**config.mk**
```make
export PLATFORM = sky130hd
export DESIGN_NAME = rn_top
export DESIGN_NICKNAME = d
export VERILOG_FILES = /design/src/rn_flow_pkg.sv /design/src/rn_reg_pkg.sv /design/src/rn_top.sv /design/src/rn_credit_ctrl.sv /design/src/rn_free_list.sv /design/src/rn_rat.sv
export VERILOG_INCLUDE_DIRS = /design/src /design/src/src
export SDC_FILE = /design/constraint.sdc
export NUM_CORES = 2
export LEC_CHECK = 0
export BUFFER_PORTS_ARGS = -buffer_cell sky130_fd_sc_hd__clkbuf_2
export CAP_MARGIN = 10
export CORE_MARGIN = 2
export CORE_UTILIZATION = 45
export CTS_CLUSTER_DIAMETER = 50
export DETAILED_ROUTE_END_ITERATION = 6
export SYNTH_ARGS = -nofsm -noshare
export SYNTH_HDL_FRONTEND = slang
export SYNTH_SLANG_ARGS = --single-unit
```
**constraint.sdc**
```tcl
create_clock -name clk -period 13.25 [get_ports clk]
set_clock_uncertainty 0.1 [all_clocks]
set_input_delay 1.9875 -clock clk [delete_from_list [all_inputs] [get_ports clk]]
set_output_delay 1.9875 -clock clk [all_outputs]
set_load 0.005 [all_outputs]
```
**src/rn_macros.svh**
```systemverilog
/*
 Widths and depths of the two-wide rename stage
 The group width is fixed at two; the RAT bypass only covers slot 1 against slot 0
 The free-list depth must equal physical minus logical registers
*/
`ifndef RN_MACROS_SVH
`define RN_MACROS_SVH

// Logical and physical register number widths
`define RN_REG_AW 5
`define RN_PRF_AW 6
// Number of logical registers, also the first physical register in the free list
`define RN_LREG_NUM 32

// Slots per rename group
`define RN_GROUP_W 2

// Free-list ring, index width without the wrap bit
`define RN_FL_DEPTH 32
`define RN_FL_AW 5

// Scheduler entries after reset
`define RN_SCH_CREDITS 8

`endif
```
**src/rn_flow_pkg.sv**
```systemverilog
/*
 Flow-control types: scheduler credits and free-list pointers
 credit_t must hold RN_SCH_CREDITS plus one cycle of returns
*/
`default_nettype none
`include "rn_macros.svh"

package rn_flow_pkg;

   // Credit count toward the scheduler, 0 to 8
   typedef logic [3:0] credit_t;

   // Ring pointer, MSB is the wrap bit
   typedef logic [`RN_FL_AW:0] fl_ptr_t;

endpackage

`default_nettype wire

```
**src/rn_reg_pkg.sv**
```systemverilog
/*
 Register number types of the rename stage
 Multi-slot ports pack these with slot 0 in the low bits
*/
`default_nettype none
`include "rn_macros.svh"

package rn_reg_pkg;

   // Logical register number
   typedef logic [`RN_REG_AW-1:0] lreg_t;

   // Physical register number
   typedef logic [`RN_PRF_AW-1:0] preg_t;

   // One bit per group slot
   typedef logic [`RN_GROUP_W-1:0] slot_mask_t;

endpackage

`default_nettype wire

```
**src/rn_top.sv**
```systemverilog
/*
 Two-wide register rename stage
 rn_valid is per slot; a group is taken when any slot is valid and rn_ready is high
 Renamed group appears one cycle after accept, out_prd and out_pfree only mean
 something where that slot writes a destination
*/
`default_nettype none
`include "rn_macros.svh"

module rn_top
(
   input  wire                                          clk,
   input  wire                                          arst_n,
   // Front end
   input  wire rn_reg_pkg::slot_mask_t                  rn_valid,
   input  wire rn_reg_pkg::lreg_t [`RN_GROUP_W-1:0]     rn_lrs1,
   input  wire rn_reg_pkg::lreg_t [`RN_GROUP_W-1:0]     rn_lrs2,
   input  wire rn_reg_pkg::lreg_t [`RN_GROUP_W-1:0]     rn_lrd,
   input  wire rn_reg_pkg::slot_mask_t                  rn_lrd_we,
   output logic                                         rn_ready,
   // Reorder buffer
   input  wire rn_reg_pkg::slot_mask_t                  commit_we,
   input  wire rn_reg_pkg::lreg_t [`RN_GROUP_W-1:0]     commit_lrd,
   input  wire rn_reg_pkg::preg_t [`RN_GROUP_W-1:0]     commit_prd,
   input  wire rn_reg_pkg::preg_t [`RN_GROUP_W-1:0]     commit_pfree,
   input  wire                                          rollback,
   // Scheduler
   output logic                                         out_valid,
   output rn_reg_pkg::slot_mask_t                       out_slot_valid,
   output rn_reg_pkg::preg_t [`RN_GROUP_W-1:0]          out_prs1,
   output rn_reg_pkg::preg_t [`RN_GROUP_W-1:0]          out_prs2,
   output rn_reg_pkg::preg_t [`RN_GROUP_W-1:0]          out_prd,
   output rn_reg_pkg::preg_t [`RN_GROUP_W-1:0]          out_pfree,
   input  wire [1:0]                                    sch_credit_ret
);
   logic                                     accept;
   logic                                     enough;
   // Invalid slots never allocate
   rn_reg_pkg::slot_mask_t                   slot_we;
   rn_reg_pkg::preg_t [`RN_GROUP_W-1:0]      fl_prd;
   rn_reg_pkg::preg_t [`RN_GROUP_W-1:0]      prs1;
   rn_reg_pkg::preg_t [`RN_GROUP_W-1:0]      prs2;
   rn_reg_pkg::preg_t [`RN_GROUP_W-1:0]      pfree;

   assign slot_we = rn_lrd_we & rn_valid;

   rn_credit_ctrl u_credit (
      .clk        (clk),
      .arst_n     (arst_n),
      .rn_valid   (|rn_valid),
      .enough     (enough),
      .rollback   (rollback),
      .credit_ret (sch_credit_ret),
      .accept     (accept),
      .rn_ready   (rn_ready)
   );

   rn_free_list u_free_list (
      .clk        (clk),
      .arst_n     (arst_n),
      .alloc      (accept),
      .alloc_mask (slot_we),
      .push_we    (commit_we),
      .push_preg  (commit_pfree),
      .rollback   (rollback),
      .head_preg  (fl_prd),
      .enough     (enough)
   );

   rn_rat u_rat (
      .clk        (clk),
      .arst_n     (arst_n),
      .we         (accept),
      .rollback   (rollback),
      .lrs1       (rn_lrs1),
      .lrs2       (rn_lrs2),
      .lrd        (rn_lrd),
      .lrd_we     (slot_we),
      .fl_prd     (fl_prd),
      .commit_we  (commit_we),
      .commit_lrd (commit_lrd),
      .commit_prd (commit_prd),
      .prs1       (prs1),
      .prs2       (prs2),
      .pfree      (pfree)
   );

   // Valids, one pulse per accepted group
   always_ff @(posedge clk or negedge arst_n)
   begin
      if (!arst_n)
      begin
         out_valid      <= 1'b0;
         out_slot_valid <= '0;
      end
      else
      begin
         out_valid      <= accept;
         out_slot_valid <= accept ? rn_valid : '0;
      end
   end

   // Renamed payload, held between groups
   always_ff @(posedge clk)
   begin
      if (accept)
      begin
         out_prs1  <= prs1;
         out_prs2  <= prs2;
         out_prd   <= fl_prd;
         out_pfree <= pfree;
      end
   end

endmodule

`default_nettype wire

```
**src/rn_credit_ctrl.sv**
```systemverilog
/*
 Credit counter toward the scheduler and the group-accept decision
 Each group costs a full group of credits; returns show in rn_ready a cycle later
 The scheduler never returns more than it was given
*/
`default_nettype none
`include "rn_macros.svh"

module rn_credit_ctrl
(
   input  wire          clk,
   input  wire          arst_n,
   input  wire          rn_valid,
   input  wire          enough,
   input  wire          rollback,
   input  wire [1:0]    credit_ret,
   output logic         accept,
   output logic         rn_ready
);
   // Credits spent per group, independent of slot valids
   localparam rn_flow_pkg::credit_t GROUP_COST = rn_flow_pkg::credit_t'(`RN_GROUP_W);

   rn_flow_pkg::credit_t credit_q;
   rn_flow_pkg::credit_t spend;
   // Set one cycle after reset, keeps ready low while in reset
   logic                 live_q;

   assign rn_ready = live_q && (credit_q >= GROUP_COST) && enough && !rollback;
   assign accept   = rn_valid && rn_ready;
   assign spend    = accept ? GROUP_COST : '0;

   always_ff @(posedge clk or negedge arst_n)
   begin
      if (!arst_n)
      begin
         credit_q <= rn_flow_pkg::credit_t'(`RN_SCH_CREDITS);
         live_q   <= 1'b0;
      end
      else
      begin
         live_q   <= 1'b1;
         credit_q <= credit_q - spend + rn_flow_pkg::credit_t'(credit_ret);
      end
   end

endmodule

`default_nettype wire

```
**src/rn_free_list.sv**
```systemverilog
/*
 Ring of free physical registers, full with 32..63 after reset
 Commit pushes freed registers and moves the committed read pointer by the same count
 Rollback moves the read pointer back to the committed one
 The caller keeps alloc low during rollback
*/
`default_nettype none
`include "rn_macros.svh"

module rn_free_list
(
   input  wire                                          clk,
   input  wire                                          arst_n,
   input  wire                                          alloc,
   input  wire rn_reg_pkg::slot_mask_t                  alloc_mask,
   input  wire rn_reg_pkg::slot_mask_t                  push_we,
   input  wire rn_reg_pkg::preg_t [`RN_GROUP_W-1:0]     push_preg,
   input  wire                                          rollback,
   output rn_reg_pkg::preg_t [`RN_GROUP_W-1:0]          head_preg,
   output logic                                         enough
);
   localparam int DEPTH = `RN_FL_DEPTH;

   rn_reg_pkg::preg_t    ring_q [DEPTH];
   rn_flow_pkg::fl_ptr_t rd_q;
   rn_flow_pkg::fl_ptr_t wr_q;
   rn_flow_pkg::fl_ptr_t cmt_q;
   rn_flow_pkg::fl_ptr_t rd_plus1;
   rn_flow_pkg::fl_ptr_t wr_slot1;
   rn_flow_pkg::fl_ptr_t cmt_nxt;
   rn_flow_pkg::fl_ptr_t occ;
   logic [1:0]           alloc_cnt;
   logic [1:0]           push_cnt;

   function automatic logic [1:0] mask_count(input rn_reg_pkg::slot_mask_t m);
      logic [1:0] n;
      n = '0;
      for (int s = 0; s < `RN_GROUP_W; s++)
      begin
         n = n + 2'(m[s]);
      end
      return n;
   endfunction

   assign alloc_cnt = mask_count(alloc_mask);
   assign push_cnt  = mask_count(push_we);

   // Wrap bit makes full and empty distinct
   assign occ    = wr_q - rd_q;
   assign enough = (occ >= rn_flow_pkg::fl_ptr_t'(alloc_cnt));

   // Slot 1 takes the second entry only behind an allocating slot 0
   assign rd_plus1     = rd_q + rn_flow_pkg::fl_ptr_t'(1);
   assign head_preg[0] = ring_q[rd_q[`RN_FL_AW-1:0]];
   assign head_preg[1] = alloc_mask[0] ? ring_q[rd_plus1[`RN_FL_AW-1:0]]
                                       : ring_q[rd_q[`RN_FL_AW-1:0]];

   // Pushes pack the same way
   assign wr_slot1 = wr_q + rn_flow_pkg::fl_ptr_t'(push_we[0]);
   assign cmt_nxt  = cmt_q + rn_flow_pkg::fl_ptr_t'(push_cnt);

   always_ff @(posedge clk or negedge arst_n)
   begin
      if (!arst_n)
      begin
         // Registers above the logical range start out free
         for (int i = 0; i < DEPTH; i++)
         begin
            ring_q[i] <= rn_reg_pkg::preg_t'(`RN_LREG_NUM + i);
         end
         rd_q  <= '0;
         cmt_q <= '0;
         wr_q  <= rn_flow_pkg::fl_ptr_t'(DEPTH);
      end
      else
      begin
         if (push_we[0])
         begin
            ring_q[wr_q[`RN_FL_AW-1:0]] <= push_preg[0];
         end
         if (push_we[1])
         begin
            ring_q[wr_slot1[`RN_FL_AW-1:0]] <= push_preg[1];
         end
         wr_q  <= wr_q + rn_flow_pkg::fl_ptr_t'(push_cnt);
         cmt_q <= cmt_nxt;
         // Same-cycle commit counts before the restore
         if (rollback)
         begin
            rd_q <= cmt_nxt;
         end
         else if (alloc)
         begin
            rd_q <= rd_q + rn_flow_pkg::fl_ptr_t'(alloc_cnt);
         end
      end
   end

endmodule

`default_nettype wire

```
**src/rn_rat.sv**
```systemverilog
/*
 Speculative and architectural register alias tables
 Both tables reset to identity; rollback copies the architectural table
 Slot 1 lookups bypass slot 0's new destination; the caller masks lrd_we with slot valid
 we must be low in a rollback cycle
*/
`default_nettype none
`include "rn_macros.svh"

module rn_rat
(
   input  wire                                          clk,
   input  wire                                          arst_n,
   input  wire                                          we,
   input  wire                                          rollback,
   input  wire rn_reg_pkg::lreg_t [`RN_GROUP_W-1:0]     lrs1,
   input  wire rn_reg_pkg::lreg_t [`RN_GROUP_W-1:0]     lrs2,
   input  wire rn_reg_pkg::lreg_t [`RN_GROUP_W-1:0]     lrd,
   input  wire rn_reg_pkg::slot_mask_t                  lrd_we,
   // New destinations from the free list
   input  wire rn_reg_pkg::preg_t [`RN_GROUP_W-1:0]     fl_prd,
   // Reorder buffer commit
   input  wire rn_reg_pkg::slot_mask_t                  commit_we,
   input  wire rn_reg_pkg::lreg_t [`RN_GROUP_W-1:0]     commit_lrd,
   input  wire rn_reg_pkg::preg_t [`RN_GROUP_W-1:0]     commit_prd,
   // Renamed sources and old destination mapping
   output rn_reg_pkg::preg_t [`RN_GROUP_W-1:0]          prs1,
   output rn_reg_pkg::preg_t [`RN_GROUP_W-1:0]          prs2,
   output rn_reg_pkg::preg_t [`RN_GROUP_W-1:0]          pfree
);
   localparam int NUM_LREG = `RN_LREG_NUM;

   rn_reg_pkg::preg_t spec_q   [NUM_LREG];
   rn_reg_pkg::preg_t arch_q   [NUM_LREG];
   rn_reg_pkg::preg_t arch_nxt [NUM_LREG];

   // Commit writes, later slot wins on the same register
   always_comb
   begin
      arch_nxt = arch_q;
      for (int s = 0; s < `RN_GROUP_W; s++)
      begin
         if (commit_we[s])
         begin
            arch_nxt[commit_lrd[s]] = commit_prd[s];
         end
      end
   end

   always_ff @(posedge clk or negedge arst_n)
   begin
      if (!arst_n)
      begin
         for (int i = 0; i < NUM_LREG; i++)
         begin
            arch_q[i] <= rn_reg_pkg::preg_t'(i);
         end
      end
      else
      begin
         arch_q <= arch_nxt;
      end
   end

   // Speculative table
   // Rollback sees the same-cycle commit through arch_nxt
   always_ff @(posedge clk or negedge arst_n)
   begin
      if (!arst_n)
      begin
         for (int i = 0; i < NUM_LREG; i++)
         begin
            spec_q[i] <= rn_reg_pkg::preg_t'(i);
         end
      end
      else if (rollback)
      begin
         spec_q <= arch_nxt;
      end
      else if (we)
      begin
         // Loop order gives slot 1 priority on a WAW pair
         for (int s = 0; s < `RN_GROUP_W; s++)
         begin
            if (lrd_we[s])
            begin
               spec_q[lrd[s]] <= fl_prd[s];
            end
         end
      end
   end

   // Table lookups
   always_comb
   begin
      for (int s = 0; s < `RN_GROUP_W; s++)
      begin
         prs1[s]  = spec_q[lrs1[s]];
         prs2[s]  = spec_q[lrs2[s]];
         pfree[s] = spec_q[lrd[s]];
      end
      // RAW inside the group, sources of slot 1 read slot 0's new register
      if (lrd_we[0] && (lrs1[1] == lrd[0]))
      begin
         prs1[1] = fl_prd[0];
      end
      if (lrd_we[0] && (lrs2[1] == lrd[0]))
      begin
         prs2[1] = fl_prd[0];
      end
      // WAW inside the group, slot 1 frees what slot 0 just allocated
      if (lrd_we[0] && lrd_we[1] && (lrd[1] == lrd[0]))
      begin
         pfree[1] = fl_prd[0];
      end
   end

endmodule

`default_nettype wire

```
Word level (Yosys, flattened, before mapping)

Index checks and enable logic that the tools add are counted.

$add $sub $neg: 10
Order comparisons: 20
Equality and inequality tests: 3
Muxes and demuxes: 60
Bitwise operators: 13
Reduce and logical (&&, ||, !) cells: 17

Operators with widths:

| cell                  | count |
|---|---|
| $mux W192             | 10 |
| $bwmux W192           | 6 |
| $bmux W6 S5           | 8 |
| $demux W6 S5          | 6 |
| $mux W6               | 28 |
| $ge A6 B6 Y1 const B  | 12 |
| $not A5 Y6            | 12 |
| $lt A6 B1 Y1 const B  | 6 |
| $add A6 B2 Y6         | 3 |
| $eq A5 B5 Y1          | 3 |
| $logic_and A1 B1 Y1   | 14 |
| $ge A6 B2 Y1          | 1 |
| $sub A6 B6 Y6         | 1 |
| $add A5 B1 Y5         | 1 |
| $add A5 B1 Y5 const B | 1 |
| $add A1 B1 Y2         | 2 |
| $add A4 B2 Y4         | 1 |
| $ge A4 B2 Y1 const B  | 1 |
| $mux W2               | 2 |
| $sub A4 B4 Y4         | 1 |
| $and A2 B2 Y2         | 1 |
| $reduce_bool A2 Y1    | 1 |
| $reduce_or A2 Y1      | 1 |
| $logic_not A1 Y1      | 1 |

Register bits after elaboration: 650
Bits of input ports: 75
Output and inout bits: 52
Word-level logic and storage cells: 234

Longest topological paths before layout

Depth in word-level cells: 13
Mapped depth: 19
Gate-level depth less buffers: 15

Hierarchy

Synthesis repeated with hierarchy kept, for this count alone.

Cell total of the unflattened synthesis: 3932
Area total of the unflattened synthesis: 46928.8 µm²

By module, submodules not included:

| module         | times used | cells an instance | area an instance (µm²) | sequential area each (µm²) |
|---|---|---|---|---|
| rn_rat         | 1          | 2681              | 30331.6                | 9809.4 |
| rn_free_list   | 1          | 1170              | 14757.9                | 5396.4 |
| rn_top         | 1          | 56                | 1550.2                 | 1516.5 |
| rn_credit_ctrl | 1          | 25                | 289.0                  | 126.4 |

Least setup slack after synthesis

OpenSTA, ideal clock, no wires.

Kind: input -> register
From: input rn_valid[0]
To: register u_credit.credit_q[2]
Library setup time: 0.123 ns
Data arrival time: 6.501 ns
Data required time: 13.027 ns
Slack: 6.526 ns
Stages: 15
Buffers on the path: 3
Cell sequence: nand2_1 clkinv_1 buf_1 ha_1 ha_1 o21ai_0 o211ai_1 a211o_1 nand2_1 clkinv_1 clkbuf_1 clkbuf_1 fa_1 ha_1 xnor2_1

Word-level cells in the longest chain between the ends: 9
Elaborated cells between the ends (all ways): 10
Classes of those cells: 3 x add/sub; 1 x order compare; 1 x mux; 1 x bitwise; 4 x reduce/logical

Ends and longest elaborated chain:

| what                             | line                 | text |
|---|---|---|
| start, declared                  | rn_top.sv:15         | `input wire rn_reg_pkg::slot_mask_t rn_valid,` |
| $and A2 B2 Y2                    | rn_top.sv:45         | `assign slot_we = rn_lrd_we & rn_valid;` |
| $add A1 B1 Y2                    | rn_free_list.sv:40   | `n = n + 2'(m[s]);` |
| $ge A6 B2 Y1                     | rn_free_list.sv:50   | `assign enough = (occ >= rn_flow_pkg::fl_ptr_t'(alloc_cnt));` |
| $logic_and A1 B1 Y1 (2 in a row) | rn_credit_ctrl.sv:28 | `assign rn_ready = live_q && (credit_q >= GROUP_COST) && enough && !rollback;` |
| $logic_and A1 B1 Y1 *            | rn_credit_ctrl.sv:29 | `assign accept = rn_valid && rn_ready;` |
| via accept                       | rn_top.sv:36         | `logic accept;` |
| $mux W2 *                        | rn_credit_ctrl.sv:30 | `assign spend = accept ? GROUP_COST : '0;` |
| $sub A4 B4 Y4 *                  | rn_credit_ctrl.sv:42 | `credit_q <= credit_q - spend + rn_flow_pkg::credit_t'(credit_ret);` |
| $add A4 B2 Y4 *                  | rn_credit_ctrl.sv:42 |  |
| end signal, assigned             | rn_credit_ctrl.sv:36 | `` credit_q <= rn_flow_pkg::credit_t'(`RN_SCH_CREDITS); `` |
| end signal, assigned             | rn_credit_ctrl.sv:42 |  |
| end, declared                    | rn_credit_ctrl.sv:23 | `rn_flow_pkg::credit_t credit_q;` |

The timed path passes the listed nets; every way through them passes the cells marked *.
A chain may end at the register's enable or synchronous reset.

Worst setup path in the final report

From: input rn_valid[0]
To: output rn_ready

Word-level cells in the longest chain between the ends: 5

Ends and longest elaborated chain:

| what                             | line                 | text |
|---|---|---|
| $and A2 B2 Y2                    | rn_top.sv:45         |  |
| $add A1 B1 Y2                    | rn_free_list.sv:40   |  |
| $ge A6 B2 Y1                     | rn_free_list.sv:50   |  |
| $logic_and A1 B1 Y1 (2 in a row) | rn_credit_ctrl.sv:28 |  |
| end, declared                    | rn_top.sv:20         | `output logic rn_ready,` |

No other way between the ends.

==> reports/qor.yml <==
grt_max_degree: 150
clock_sinks: 650
powerDensity_mw_per_mm2: 235.2
die-area_mm2: 0.1030
routed_via_density: 6.903
p_int_mw: 6.799
crit_path_top_delay_cell: "clkinv_1"
cts_buffers: 93
ant_nets: 0
hold_end: "u_credit.credit_q[0]"
hold_path_class: "reg -> reg"
timing.rr.end: "u_rat.spec_q[153]"
combPwrFrac_pct: 44.3
setup_ws_ns: 5.968
ys_ff_latch: 650
power.leakage_nw: 19.31
power_frac_clock_pct: 23.3
post_cts_resized: 0
cpPeakStageDelay_ns: 0.71
ctsHtreeMaxLevel: 3
grt.total_usage_pct: 35.20
drive_gt1_share_pct: 26.93
layout_commonest_cell: "mux2i_1"
first_global_vias: 36560
netlist_instances: 4238
critPathLaunchType: "input port"
slew_violations: 0
core_mm2: 0.09986
placed_cells: 5370
antenna_found_initial: 10
seq_area_frac_synth_pct: 37.28
cts_tree: "done"
synth_top_area_share_pct: 20.98
netlist-cell-type-count: 61
vdd.ir_drop.worst_mv: 0.1735
tightest_slew_ns: 1.336
fin_hold_ws_ns: 0.3705
finalSetupViolCount: 0
timing.rr.start: "u_free_list.rd_q[0]"
first_iter_violations: 6111
globalRouteOverflowTotal: 0
place_ws_ns: 5.838
slew_headroom_pct: 10.59
crit_cells: 10
cp.arrival_ns: 5.19
synth_async_sr_flop_share_pct: 92.62
drc: 0
status: "complete, no violations"
yosys_warnings: 0
fin_setup_tns_ns: 0
cp_num_buf_inv: 3
place.gp.congestion: 1.047
wl_per_cell_um: 32.87
root_buffer: "clkbuf_16"
io_buffers: 126
cts_setup_buffers: 0
avgSynthCellArea_um2: 10.66
finalHoldViolations: 0
path_class: "in -> out"
grt_pass1_wl_mm: 264.0
hp-start: "u_credit.credit_q[0]"
crit_chain: "clkbuf_2 -> nand2_1 -> clkinv_1 -> ha_1 -> ha_1 -> o21ai_0 -> o211ai_1 -> a211o_1 -> and2_1 -> clkbuf_2"
seq_power_share_pct: 32.5
max_freq_mhz: 137.3
rows: 116
die_y_um: 320.9
cp-startpoint: "rn_valid[0]"
crit_family: "buffers and inverters"
synth_top_area_cell: "mux4_2"
rr_worst_depth: 12
rrSetupSlack_ns: 7.78
min_period_ns: 7.282
cts_hold_buf: 0
p_sw_share_pct: 42.49
clk_latency_ns: 0.71
io_pins: 127
place_hpwl_mm: 120.4
clk_pin_slew_ns: 0.06
p_switching_mw: 5.023
synth_edf_count: 48
yosys_most_used_dff: "dfrtp_1"
final_cell_mix: "mux2i_1, mux4_2, nand2_1, nor2_1, dfrtp_1"
syn_to_final_growth_pct: 11.24
start_util_pct: 45.25
drv_cap: 0
holdPathStages: 1
vias: 38330
fin_nets: 4269
final_cells: 5553
wirelength_mm: 182.5
rsz0062_at_grt: "false"
path_max_fanout: 18
synth_nets: 4340
netlist_top_cells_area: "mux4_2, dfrtp_1, dfstp_2, mux2i_1, o211ai_1"
synth_area_mm2: 0.04519
cts_max_path_buffers: 3
critPathCaptureType: "primary output"
first_pass_iters: 6
die_x_um: 320.9
cp.required_ns: 11.16
post-route-period-util_pct: 54.96
-- power groups by stage --
stage / sequential [mW] / clock, mW / combinational, mW
6_report: 3.84 / 2.75 / 5.23
5_1_grt: 3.88 / 2.85 / 5.43
4_1_cts: 3.77 / 2.77 / 5.07
3_5_place_dp: 3.79 / 0 / 5.05
3_3_place_gp: 3.76 / 0 / 5.00
2_1_floorplan: 3.37 / 0 / 3.40
-- layout make-up --
class | count | area (µm²)
Tap cell | 1298 | 1624
Timing Repair Buffer | 207 | 1282
Multi-Input combinational cell | 2985 | 26190
Clock inverter | 62 | 915.9
Clock buffer | 114 | 2519
Fill cell | 8900 | 49590
Sequential cell | 650 | 16850
Inverter | 230 | 865.8
Antenna cell | 7 | 17.52
-- synth_stat cells (18+ instances only) --
cell type,count
a31oi_1,21
a22oi_1,168
edfxtp_1,48
nand2_1,372
xnor2_1,20
o211ai_1,195
ha_1,22
o21ai_0,174
mux2i_1,430
mux4_2,421
inv_1,227
mux2_2,19
nor2_1,335
nand3_1,43
clkbuf_1,292
and3_1,23
nand2b_1,160
a32oi_1,66
dfrtp_1,328
a21oi_1,279
buf_1,47
dfstp_2,274
nor3_1,65
a22oi_2,18
buf_2,21
-- routing by layer --
| layer | GRT usage, % | vias up | part of all wire, % |
|---|---|---|---|
| li1 | - | 15750 | - |
| met1 | 46.29 | 18990 | 37 |
| met2 | 51.05 | 2917 | 43 |
| met3 | 12.10 | 667 | 14 |
| met4 | 19.21 | 8 | 6.7 |
| met5 | 0 | - | 0.028 |
-- how the worst max path moves through the flow --
stage,endpoint,slack [ns]
final,rn_ready,5.97
after global routing,rn_ready,5.69
after CTS,rn_ready,6.01
after detailed placement,u_rat.spec_q[151],5.84
after global placement,u_rat.spec_q[150],6.03
after floorplan,u_credit.credit_q[2],6.53
-- stage by stage --
| stage | util, % | total power, mW | cell area (µm²) |
|---|---|---|---|
| floorplan | - | 6.767 | 45190 |
| global placement | 46.89 | 8.759 | 46820 |
| detailed placement | 46.89 | 8.839 | 46820 |
| CTS | 50.32 | 11.61 | 50250 |
| global route | 50.33 | 12.16 | 50250 |
| finish | 50.34 | 11.82 | 50270 |
-- registers in the layout, indices dropped and copies added, names as in the netlist --
name,count
out_slot_valid,2
out_prs1,12
u_credit.credit_q,4
out_pfree,12
u_credit.live_q,1
u_free_list.cmt_q,6
u_free_list.rd_q,6
u_rat.arch_q,192
u_free_list.ring_q,192
u_rat.spec_q,192
out_valid,1
out_prs2,12
u_free_list.wr_q,6
out_prd,12
-- logic make-up after synthesis --
kind of cell	synth area share [%]
DFF	37.28
muxes	30.98
adders and majority gates	0.8306
and+or+nand+nor	10.89
xor gates and xnor gates	0.6784
buffers and inverters	5.233
AOI/OAI and AO/OA	14.10
other	0.008298
Power figures use the tool's default switching activity.
